[config.mk]
export PLATFORM = sky130hd
export DESIGN_NAME = host_bus_top
export DESIGN_NICKNAME = d
export VERILOG_FILES = /design/src/rtl/host_bus_pkg.sv /design/src/rtl/bus_arbiter.sv /design/src/rtl/read_router.sv /design/src/rtl/hub_regs.sv /design/src/rtl/board_regs.sv /design/src/rtl/host_bus_top.sv
export SDC_FILE = /design/constraint.sdc
export NUM_CORES = 2
export LEC_CHECK = 0
export BUFFER_PORTS_ARGS = -buffer_cell sky130_fd_sc_hd__buf_2
export CORE_AREA = 3 3 375 377
export CTS_CLUSTER_DIAMETER = 150
export DETAILED_ROUTE_END_ITERATION = 16
export DIE_AREA = 0 0 378 380
export HOLD_SLACK_MARGIN = 0.06
export PLACE_DENSITY = 0.75
export SKIP_LAST_GASP = 1
export SYNTH_ARGS = -nofsm -noshare
export SYNTH_HDL_FRONTEND = slang
export SYNTH_SLANG_ARGS = --single-unit
export TNS_END_PERCENT = 1
[constraint.sdc]
create_clock -name sysclk -period 5.7 [get_ports sysclk]
set_clock_uncertainty 0.05 [all_clocks]
set_input_delay 0.57 -clock sysclk [delete_from_list [all_inputs] [get_ports sysclk]]
set_output_delay 0.57 -clock sysclk [all_outputs]
set_load 0.01 [all_outputs]
[src/rtl/host_bus_pkg.sv]
package host_bus_pkg;

    // ------------------------------
    // address spaces and registers
    // ------------------------------
    localparam logic [3:0] ADDR_MAIN  = 4'd0;     // board registers and external board
    localparam logic [3:0] ADDR_HUB   = 4'd1;     // hub quadlet memory

    localparam logic [3:0] REG_STATUS = 4'd0;     // tag and board id
    localparam logic [3:0] REG_WDOG   = 4'd3;     // watchdog period
    localparam logic [3:0] REG_IPADDR = 4'd11;    // ip address of this board

    localparam int HUB_BOARDS = 16;               // boards held in hub memory
    localparam int HUB_QUADS  = 4;                // quadlets per board block

    // sysclk cycles per watchdog period unit
    // small so the watchdog expires quickly in simulation
    localparam int WDOG_TICK_CYCLES = 4;

    localparam logic [15:0] STATUS_TAG = 16'hB0A2;  // upper half of status word

    // ------------------------------
    // register address views
    // ------------------------------
    typedef struct packed {
        logic [3:0] space;      // addr[15:12]
        logic [3:0] chan;       // channel
        logic [3:0] group;      // zero for board registers
        logic [3:0] index;      // register index
    } main_view_t;

    typedef struct packed {
        logic [3:0] space;      // same position as main view
        logic [5:0] pad;        // must be zero for hub writes
        logic [3:0] board;      // board block
        logic [1:0] quad;       // quadlet in block
    } hub_view_t;

    // one 16-bit address word seen two ways
    typedef union packed {
        main_view_t main;
        hub_view_t  hub;
    } reg_addr_u;

    // ------------------------------
    // bus structs
    // ------------------------------
    typedef struct packed {
        logic        wen;           // quadlet write strobe
        logic        blk_wen;       // block write strobe
        logic        blk_wstart;    // block write starting
        logic [15:0] waddr;
        logic [31:0] wdata;
    } host_write_t;

    typedef struct packed {
        logic [15:0] raddr;
        logic        blk_rt_rd;     // real-time block read in progress
        logic        req_blk_rt_rd; // real-time block read requested
    } host_read_t;

    typedef struct packed {
        logic        wen;
        logic        blk_wen;
        logic        blk_wstart;
        logic [7:0]  waddr;         // short address of the block engine
        logic [31:0] wdata;
    } bw_write_t;

    typedef struct packed {
        logic        wen;
        logic [3:0]  waddr;
        logic [31:0] wdata;
    } rt_write_t;

endpackage

[src/rtl/bus_arbiter.sv]
`timescale 1ns/10ps

module bus_arbiter import host_bus_pkg::*; (
    input  host_write_t fw_wr,
    input  host_write_t eth_wr,
    input  host_read_t  fw_rd,
    input  host_read_t  eth_rd,
    input  logic        fw_req_write_bus,   // firewire is default owner
    input  logic        eth_req_write_bus,
    input  logic        eth_req_read_bus,
    input  logic        bw_write_en,        // block engine holds write bus
    input  bw_write_t   bw_wr,
    input  rt_write_t   fw_rt,
    input  rt_write_t   eth_rt,
    output host_write_t bus_wr,
    output reg_addr_u   bus_raddr,
    output logic        blk_rt_rd,
    output logic        req_blk_rt_rd,
    output rt_write_t   rt_wr
);

    // ------------------------------
    // write bus
    // ------------------------------
    always_comb begin
        if (bw_write_en) begin                      // block engine wins
            bus_wr.wen        = bw_wr.wen;
            bus_wr.blk_wen    = bw_wr.blk_wen;
            bus_wr.blk_wstart = bw_wr.blk_wstart;
            bus_wr.waddr      = {8'd0, bw_wr.waddr}; // zero-extend short address
            bus_wr.wdata      = bw_wr.wdata;
        end else if (eth_req_write_bus) begin
            bus_wr = eth_wr;
        end else begin
            bus_wr = fw_wr;                         // default owner
        end
    end

    // read bus goes to ethernet only while it asks
    assign bus_raddr     = eth_req_read_bus ? eth_rd.raddr : fw_rd.raddr;
    assign blk_rt_rd     = eth_req_read_bus ? eth_rd.blk_rt_rd : fw_rd.blk_rt_rd;
    assign req_blk_rt_rd = fw_rd.req_blk_rt_rd | eth_rd.req_blk_rt_rd;  // either host

    // real-time write channel
    assign rt_wr = eth_rt.wen ? eth_rt : fw_rt;

    // a shared write must come from a peer that holds the bus
    always_comb begin
        assert final (!bus_wr.wen || bw_write_en || eth_req_write_bus || fw_req_write_bus)
            else $error("bus_arbiter: write strobe with no bus owner");
    end

    // ethernet must not strobe while the block engine owns the bus
    always_comb begin
        assert final (!(bw_write_en && eth_req_write_bus && eth_wr.wen))
            else $error("bus_arbiter: ethernet write lost to block engine");
    end

endmodule

[src/rtl/read_router.sv]
`timescale 1ns/10ps

module read_router import host_bus_pkg::*; (
    input  reg_addr_u   raddr,          // arbitrated read address
    input  logic [31:0] hub_rdata,      // hub quadlet memory
    input  logic [31:0] board_rdata,    // board registers
    input  logic [31:0] reg_rdata_ext,  // external board
    output logic [31:0] reg_rdata
);

    logic is_hub;   // hub space
    logic is_main;  // board register group

    // ------------------------------
    // address decode
    // ------------------------------

    // the space field sits in the same bits for both views
    assign is_hub  = (raddr.hub.space == ADDR_HUB);

    // board registers live in group 0 of the main space
    // other groups belong to the external board
    assign is_main = (raddr.main.space == ADDR_MAIN) &&
                     (raddr.main.group == 4'd0);

    // ------------------------------
    // data select
    // ------------------------------
    always_comb begin
        if (is_hub) begin
            reg_rdata = hub_rdata;
        end else if (is_main) begin
            reg_rdata = board_rdata;
        end else begin
            reg_rdata = reg_rdata_ext;  // unmapped spaces fall through too
        end
    end

endmodule

[src/rtl/hub_regs.sv]
`timescale 1ns/10ps

module hub_regs import host_bus_pkg::*; (
    input  logic        sysclk,
    input  logic        reset,
    input  host_write_t bus_wr,         // shared write bus
    input  reg_addr_u   raddr,          // arbitrated read address
    input  logic [3:0]  board_id,       // rotary switch
    output logic [31:0] hub_rdata,
    output logic        hub_write_trig  // broadcast own block
);

    reg_addr_u   waddr;     // write address in hub view
    logic        hub_wen;   // write lands in hub memory
    logic        own_wr;    // write to last quad of own block

    // quadlets of all boards indexed by {board, quad}
    logic [31:0] hub_mem [HUB_BOARDS*HUB_QUADS];

    assign waddr = bus_wr.waddr;

    // ------------------------------
    // write decode
    // ------------------------------
    assign hub_wen = bus_wr.wen &&
                     (waddr.hub.space == ADDR_HUB) &&
                     (waddr.hub.pad == '0);     // rest of hub space unused

    assign own_wr = hub_wen &&
                    (waddr.hub.board == board_id) &&
                    (waddr.hub.quad == 2'(HUB_QUADS - 1));

    always_ff @(posedge sysclk) begin
        if (hub_wen)
            hub_mem[{waddr.hub.board, waddr.hub.quad}] <= bus_wr.wdata;
    end

    // async read for zero-latency register reads
    assign hub_rdata = hub_mem[{raddr.hub.board, raddr.hub.quad}];

    // ------------------------------
    // broadcast trigger
    // ------------------------------

    // last quad closes the block so the broadcast goes out one cycle later
    always_ff @(posedge sysclk) begin
        if (reset) begin
            hub_write_trig <= 1'b0;
        end else begin
            hub_write_trig <= own_wr;   // one pulse per block write
        end
    end

    // own block is written once per broadcast cycle
    a_trig_single: assert property (
        @(posedge sysclk) disable iff (reset)
        hub_write_trig |=> !hub_write_trig
    ) else $error("hub_regs: write trigger held two cycles");

endmodule

[src/rtl/board_regs.sv]
`timescale 1ns/10ps

module board_regs import host_bus_pkg::*; (
    input  logic        sysclk,
    input  logic        reset,
    input  host_write_t bus_wr,         // shared write bus
    input  reg_addr_u   raddr,          // arbitrated read address
    input  logic [3:0]  board_id,
    input  logic [31:0] reg_rdata_ext,  // registers held by the external board
    input  logic        wdog_clear,     // clear timeout e.g. on power-up
    output logic [31:0] board_rdata,
    output logic        wdog_timeout    // sticky timeout flag
);

    reg_addr_u   waddr;
    logic        main_wen;      // any write to main space
    logic        board_wen;     // write to board register group
    logic        wdog_wen;      // write to REG_WDOG
    logic        wdog_restart;
    logic [15:0] wdog_period;   // 0 disables watchdog
    logic [31:0] wdog_count;
    logic [31:0] wdog_limit;    // cycles until timeout
    logic [31:0] ip_address;

    assign waddr = bus_wr.waddr;

    // ------------------------------
    // write decode
    // ------------------------------
    assign main_wen  = bus_wr.wen && (waddr.main.space == ADDR_MAIN);
    assign board_wen = main_wen && (waddr.main.chan == 4'd0) && (waddr.main.group == 4'd0);
    assign wdog_wen  = board_wen && (waddr.main.index == REG_WDOG);

    always_ff @(posedge sysclk) begin
        if (reset) begin
            ip_address  <= 32'hFFFF_FFFF;               // unassigned
            wdog_period <= 16'd0;
        end else if (board_wen) begin
            if (waddr.main.index == REG_IPADDR)
                ip_address <= bus_wr.wdata;
            if (waddr.main.index == REG_WDOG)
                wdog_period <= bus_wr.wdata[15:0];      // upper bits ignored
        end
    end

    // ------------------------------
    // watchdog
    // ------------------------------

    // host traffic on main space keeps the watchdog fed
    assign wdog_restart = main_wen || wdog_clear;
    assign wdog_limit   = 32'(wdog_period) * WDOG_TICK_CYCLES;

    always_ff @(posedge sysclk) begin
        if (reset) begin
            wdog_count   <= 32'd0;
            wdog_timeout <= 1'b0;
        end else begin
            if (wdog_restart)
                wdog_count <= 32'd0;
            else if (wdog_period != 16'd0 && !wdog_timeout)
                wdog_count <= wdog_count + 32'd1;       // stops once expired

            if (wdog_clear || wdog_wen)
                wdog_timeout <= 1'b0;
            else if (wdog_period != 16'd0 && wdog_count >= wdog_limit)
                wdog_timeout <= 1'b1;                   // holds until cleared
        end
    end

    // ------------------------------
    // read mux
    // ------------------------------
    always_comb begin
        case (raddr.main.index)
            REG_STATUS: board_rdata = {STATUS_TAG, 12'd0, board_id};
            REG_WDOG:   board_rdata = {16'd0, wdog_period};
            REG_IPADDR: board_rdata = ip_address;
            default:    board_rdata = reg_rdata_ext;    // external board registers
        endcase
    end

    // count freezes one past the limit once the flag is up
    a_wdog_count_bound: assert property (
        @(posedge sysclk) disable iff (reset)
        wdog_count <= wdog_limit + 32'd1
    ) else $error("board_regs: watchdog count ran past its limit");

endmodule

[src/rtl/host_bus_top.sv]
`timescale 1ns/10ps

module host_bus_top import host_bus_pkg::*; (
    input  logic        sysclk,
    input  logic        reset,
    input  logic [3:0]  board_id,           // rotary switch

    // firewire host port
    input  host_write_t fw_wr,
    input  host_read_t  fw_rd,
    input  logic        fw_req_write_bus,
    input  rt_write_t   fw_rt,

    // ethernet host port
    input  host_write_t eth_wr,
    input  host_read_t  eth_rd,
    input  logic        eth_req_write_bus,
    input  logic        eth_req_read_bus,
    input  rt_write_t   eth_rt,

    // real-time block write engine
    input  logic        bw_write_en,
    input  bw_write_t   bw_wr,

    // external board and watchdog
    input  logic [31:0] reg_rdata_ext,
    input  logic        wdog_clear,

    // shared bus out
    output host_write_t bus_wr,
    output reg_addr_u   bus_raddr,
    output logic [31:0] reg_rdata,          // back to both hosts
    output logic        blk_rt_rd,
    output logic        req_blk_rt_rd,
    output rt_write_t   rt_wr,
    output logic        hub_write_trig,
    output logic        wdog_timeout
);

    logic [31:0] hub_rdata;     // hub memory read data
    logic [31:0] board_rdata;   // board register read data

    // ------------------------------
    // arbitration
    // ------------------------------
    bus_arbiter i_bus_arbiter (
        .fw_wr, .eth_wr, .fw_rd, .eth_rd,
        .fw_req_write_bus, .eth_req_write_bus, .eth_req_read_bus,
        .bw_write_en, .bw_wr, .fw_rt, .eth_rt,
        .bus_wr, .bus_raddr, .blk_rt_rd, .req_blk_rt_rd, .rt_wr
    );

    // ------------------------------
    // register peers
    // ------------------------------
    read_router i_read_router (
        .raddr(bus_raddr), .hub_rdata, .board_rdata, .reg_rdata_ext, .reg_rdata
    );

    hub_regs i_hub_regs (
        .sysclk, .reset, .bus_wr, .raddr(bus_raddr), .board_id,
        .hub_rdata, .hub_write_trig
    );

    board_regs i_board_regs (
        .sysclk, .reset, .bus_wr, .raddr(bus_raddr), .board_id,
        .reg_rdata_ext, .wdog_clear, .board_rdata, .wdog_timeout
    );

endmodule

======== Word level (Yosys, flattened, before mapping) ========
Memory sizes are Yosys's and may differ from the RTL's.
Index checks and enable logic that the tools add are counted.
word-level totals
  output and inout port bits .............. 140
  word-level logic and storage cells ...... 53
  register bits after elaboration ......... 82
  memories ................................ 1
  bits of input ports ..................... 298
  RAM bits ................................ 2048
operators by class
  bitwise operators ....................... 1
  eq/ne operators ......................... 8
  add/sub/neg operators ................... 1
  reductions and logical operators ........ 26
  mux-type cells .......................... 10
  $lt $le $gt $ge ......................... 1
memory list
  memory              depth  width  rd ports  clocked after memory_dff  wr ports  line            text
  i_hub_regs.hub_mem  64     32     1         0                         1         hub_regs.sv:18  logic [31:0] hub_mem [HUB_BOARDS*HUB_QUADS];
operators by type and width
  cell                                                  number
  two-way mux 51 bit                                    2
  case mux 32 bit (3 select lines)                      1
  two-way mux 32 bit                                    2
  two-way mux 37 bit                                    1
  adder 32 x 1 -> 32 bit (second input constant)        1
  greater-or-equal comparator 32 x 18 -> 1 bit          1
  logical NOT 4 bit                                     6
  two-way mux 16 bit                                    1
  nonzero test 16 bit                                   1
  logical AND 1 bit                                     11
  equality test 4 x 1 -> 1 bit (second input constant)  2
  equality test 4 x 2 -> 1 bit (second input constant)  2
  equality test 4 bit (second input constant)           2
  logical NOT 6 bit                                     1
  equality test 4 bit                                   1
  AND reduction 2 bit                                   2
  OR reduction 2 bit                                    2
  two-way mux 1 bit                                     3
  equality test 2 bit (second input constant)           1
  logical OR 1 bit                                      2
  logical NOT 1 bit                                     1
  bitwise OR 1 bit                                      1

======== Logic depth before layout (Yosys ltp) ========
  depth in word-level cells ............... 9
  depth in mapped cells ................... 13
  gate-level depth less buffers ........... 9

======== Hierarchy ========
Synthesis repeated with hierarchy kept, for this count alone.
second synthesis, totals
  cell total of the unflattened synthesis .. 4213
  area total of the unflattened synthesis .. 85137.9 um^2
modules (own cells, without submodules)
  module       seq. area each (um^2)  area each (um^2)  cells an instance  instances
  hub_regs     61519.0                77678.2           3299               1
  board_regs   1621.6                 4409.2            538                1
  bus_arbiter  0.0                    1926.8            222                1
  read_router  0.0                    1123.6            154                1

======== Worst setup path after synthesis ========
Ideal clock, no wire load.
  kind .................................... input to register
  start ................................... input port eth_req_write_bus
  end ..................................... memory i_hub_regs.hub_mem[0][10] (data pin)
  buffers on the path ..................... 3
  setup time .............................. 0.763 ns
  data required time ...................... 4.887 ns
  data arrival time ....................... 4.389 ns
  stages on the path ...................... 5
  path slack .............................. 0.498 ns
  path through ............................ buf_2 buf_4 buf_1 mux2i_1 o21ai_0
RTL lines
  element          line                text
  start, declared  host_bus_top.sv:17  input logic eth_req_write_bus,
  end, declared    hub_regs.sv:18

======== Worst setup path in the final report ========
  start ................................... input port eth_req_read_bus
  end ..................................... output port reg_rdata[21]
on the way
  longest elaborated chain between the ends .. 5
  elaborated cells on any way between the ends .. 12
  classes of those cells .................. eq/ne: 3; mux: 4; reduce/logical: 4; memory: 1
RTL lines
  element                                                            line                text
  start, declared                                                    host_bus_top.sv:18  input logic eth_req_read_bus,
  two-way mux 16 bit *                                               bus_arbiter.sv:40   assign bus_raddr = eth_req_read_bus ? eth_rd.raddr : fw_rd.raddr;
  branches (longest 3 deep; another with memory read (64 x 32 bit))  n/a
  two-way mux 32 bit *                                               read_router.sv:30   if (is_hub) begin
  end, declared                                                      host_bus_top.sv:32  output logic [31:0] reg_rdata,
Every way passes the cells marked *.

==> impl_metrics.py <==
metrics = {
    "place": {
        "routabilityCongestion": 0.884,
        "dp_cells": 7673,
        "place_area_mm2": 0.0884,
        "port-buffer-count": 436,
        "placement.setup.worst_slack_ns": 0.270,
        "detailed_place_hpwl_um": 148000,
    },
    "synth": {
        "synth_warn": 0,
        "synth-edff-count": 2048,
        "synth_fp_nets": 5872,
        "synth_async_sr_flop_share_pct": 0,
        "synth_most_common_cell": "edfxtp_1",
        "synth.distinct_cells": 80,
        "postSynth.topFlopCell": "edfxtp_1",
        "postSynthRegisterBits": 2130,
        "most_common_library_cells_after_synthesis": "edfxtp_1 (2,048), o22ai_1 (698), nor3_1 (511), nor2_1 (441), o21ai_0 (383)",
        "postSynthCellCount": 5556,
        "synth_top_area_share_pct": 74.6,
        "cell_taking_the_most_area_after_synthesis": "edfxtp_1",
        "syn-cell-area_mm2": 0.0824,
        "syn-mean-instance-area_um2": 14.8,
        "synth_area_leaders": "edfxtp_1 (75%), o22ai_1 (5.3%), nor3_1 (3.1%)",
        "synth.yosys.seq_area_share_pct": 76.6,
    },
    "detailed_routing": {
        "dr.pass1.iters": 6,
        "ant_nets": 0,
        "post-route-drc-count": 0,
        "routed-via-count": 56097,
        "drt_first_iter_violations": 9327,
        "via_per_inst": 6.97,
        "wire_per_inst_um": 31.6,
        "postRouteWirelength_um": 254000,
    },
    "floorplanning": {
        "row_count": 136,
        "initial_utilization_pct": 59.9,
        "core-area_mm2": 0.137,
        "floorplan.io_pins": 438,
        "die_area_mm2": 0.144,
        "die_width_um": 378,
        "fp.dieH_um": 380,
    },
    "worst_setup_path": {
        "timing.critical_path.arrival_ns": 5.05,
        "path_delay_family": "simple AND/OR/NAND/NOR gates",
        "slowest_stage": "nor2_1",
        "timing.critical_path.to_type": "output port",
        "worst-path-max-fanout": 29,
        "worstPathRequired_ns": 5.08,
        "cp-start-kind": "input port",
        "timing.critical_path.slowest_cell_delay_ns": 0.84,
        "timing_worst_setup_path_type": "input port to output port",
        "path_common_cell": "buf_4",
        "critical_path_buffer_and_inverter_count": 5,
        "timing.critical_path.cells": "buf_2 -> buf_4 -> nor4_1 -> o21ai_4 -> buf_4 -> nor2_1 -> o21ai_0 -> nor4_2 -> buf_4 -> a211o_1 -> buf_2",
    },
    "grt": {
        "grt_pass1_wl_um": 364000,
        "grt_util_all_layers_pct": 34.9,
        "first_global_vias": 54019,
        "grt_overflow": 0,
        "largest_net_degree_at_the_start_of_global_routing": 160,
        "number_of_antenna_violations_at_the_first_check_in_global_routing": 17,
    },
    "power": {
        "ir_worst_vdd_v": 0.000363,
        "power.static_leakage_nw": 29.9,
        "power_density_mw_per_mm2": 346,
    },
    "sta": {
        "finalSetupViolations": 0,
        "rsz0062_at_grt": "no",
        "max_slew.worst_pin.slew_ns": 1.30,
        "final_hold_viol_count": 0,
        "final-max-slew-violation-count": 0,
        "final_min_period_over_clock_period_pct": 99.5,
        "finalWorstSetupSlack_ns": 0.0292,
        "slew-limit-headroom_pct": 10.8,
        "fmax_mhz": 176,
        "timing.final.crit_period_ns": 5.67,
        "final.setup.tns_ns": 0,
    },
    "cts": {
        "cts_tree": "built",
        "cts-buffers-inserted": 198,
        "cts-root-buf": "clkbuf_16",
        "clk_latency_ns": 0.83,
        "cts_sinks": 2130,
        "post-cts-setup-buffers": 0,
        "clk_transition_reported_paths_ns": 0.06,
        "cts-htree-levels": 4,
        "cts_max_path_buffers": 3,
    },
    "layout": {
        "final_cell_area_mm2": 0.0948,
        "filler_free_cell_count_of_the_finished_design": 8048,
        "layout-area-overhead-vs-synth_pct": 15.0,
        "num-nets-final": 6399,
        "drive_above_1_share_pct": 18.8,
    },
    "status": {
        "result_of_the_run": "completed",
    },
    "hold_path": {
        "path_category_of_the_worst_min_delay_check": "input port to flop",
    },
    "run": {
        "cap_violations": 0,
    },
}
==> worst paths after layout <==
| check | from | endpoint | slack, ns | depth (start not counted) |
|---|---|---|---|---|
| max | eth_req_read_bus | reg_rdata[21] | 0.03 | 11 |
| min | board_id[1] | i_hub_regs.hub_write_trig | 0.13 | 4 |
| max reg2reg | i_board_regs.wdog_period[0] | i_board_regs.wdog_count[27] | 2.73 | 7 |
| min reg2reg | i_board_regs.wdog_count[7] | i_board_regs.wdog_count[7] | 0.47 | 2 |
==> cell families (layout without fill, tap and decap cells) <==
| group | after synthesis | after routing | synth area share (%) |
|---|---|---|---|
| AO/OA/AOI/OAI | 1509 | 1509 | 11.3 |
| XOR/XNOR | 24 | 24 | 0.255 |
| adder cells (fa/ha/maj) | 18 | 18 | 0.273 |
| buffers and inverters | 418 | 1104 | 2.29 |
| flip-flops | 2130 | 2130 | 76.6 |
| multiplexers | 138 | 138 | 1.82 |
| other | 0 | 12 | 0 |
| AND/OR/NAND/NOR | 1319 | 1319 | 7.45 |
==> tightest hold or removal path, delay by kind of cell <==
family | cells | cell delay (ns)
xor gates and xnor gates | 1 | 0.09
buffers and inverters | 1 | 0.18
and+or+nand+nor | 2 | 0.12
==> flip-flops by register name, summed over array words and instances (netlist names) <==
register,flops
i_board_regs.ip_address,32
i_board_regs.wdog_count,32
i_board_regs.wdog_period,16
i_board_regs.wdog_timeout,1
i_hub_regs.hub_mem,2048
i_hub_regs.hub_write_trig,1
==> cells in the final DEF, fill, tap and decap left out, types with 50 or more instances in the layout <==
cell type  synthesis  final
dfxtp_1           82     82
buf_2            142    435
clkbuf_16          0    200
nor2_4             1     65
nor2_1           441    377
o31ai_1           62     62
nor4_1            60     51
buf_4             12    245
mux2_2            50     50
edfxtp_1        2048   2048
nand2_1          155    155
o21ai_0          383    351
mux2i_1           82     82
a21oi_1          155    154
o22ai_1          698    698
nor3_1           511    510
==> report_power, final <==
| group | internal (mW) | total [mW] | switching, mW |
|---|---|---|---|
| Clock | 7.30 | 13.0 | 5.67 |
| Combinational | 0.692 | 2.50 | 1.81 |
| Sequential | 17.3 | 17.3 | 0.00107 |
==> per-layer routing <==
metal  global-route usage (%)  routed length [um]  vias up
li1                         -                   -    23246
met1                     47.2               86900    27320
met2                     52.6              114000     4672
met3                     10.4               39600      839
met4                     16.5               13600       20
met5                        0                 113        -
==> timing repair <==
item / in CTS / in global routing
hold endpoints to repair: 10 / 0
hold buffers: 3 / 0
resized for setup: 0 / 1
endpoints found under the setup margin: 0 / 1
==> cell type report <==
| type | count | area [um2] |
|---|---|---|
| antenna | 12 | 30.0 |
| clock buffer | 259 | 5360 |
| clock inverter | 100 | 966 |
| fill | 8736 | 42700 |
| inverter | 36 | 143 |
| multi-input combinational | 3008 | 18400 |
| sequential | 2130 | 63100 |
| tap | 1794 | 2240 |
| timing repair buffer | 709 | 4550 |
==> per-stage QoR <==
step	hold slack (ns)	utilization [%]	power [mW]
floorplan	0.418	-	19.0
CTS	0.0884	68.9	32.7
finish	0.133	68.9	32.8
global route	0.123	68.9	33.5
global placement	0.436	64.3	20.0
detailed placement	0.448	64.3	20.1
Power figures use the tool's default switching activity.
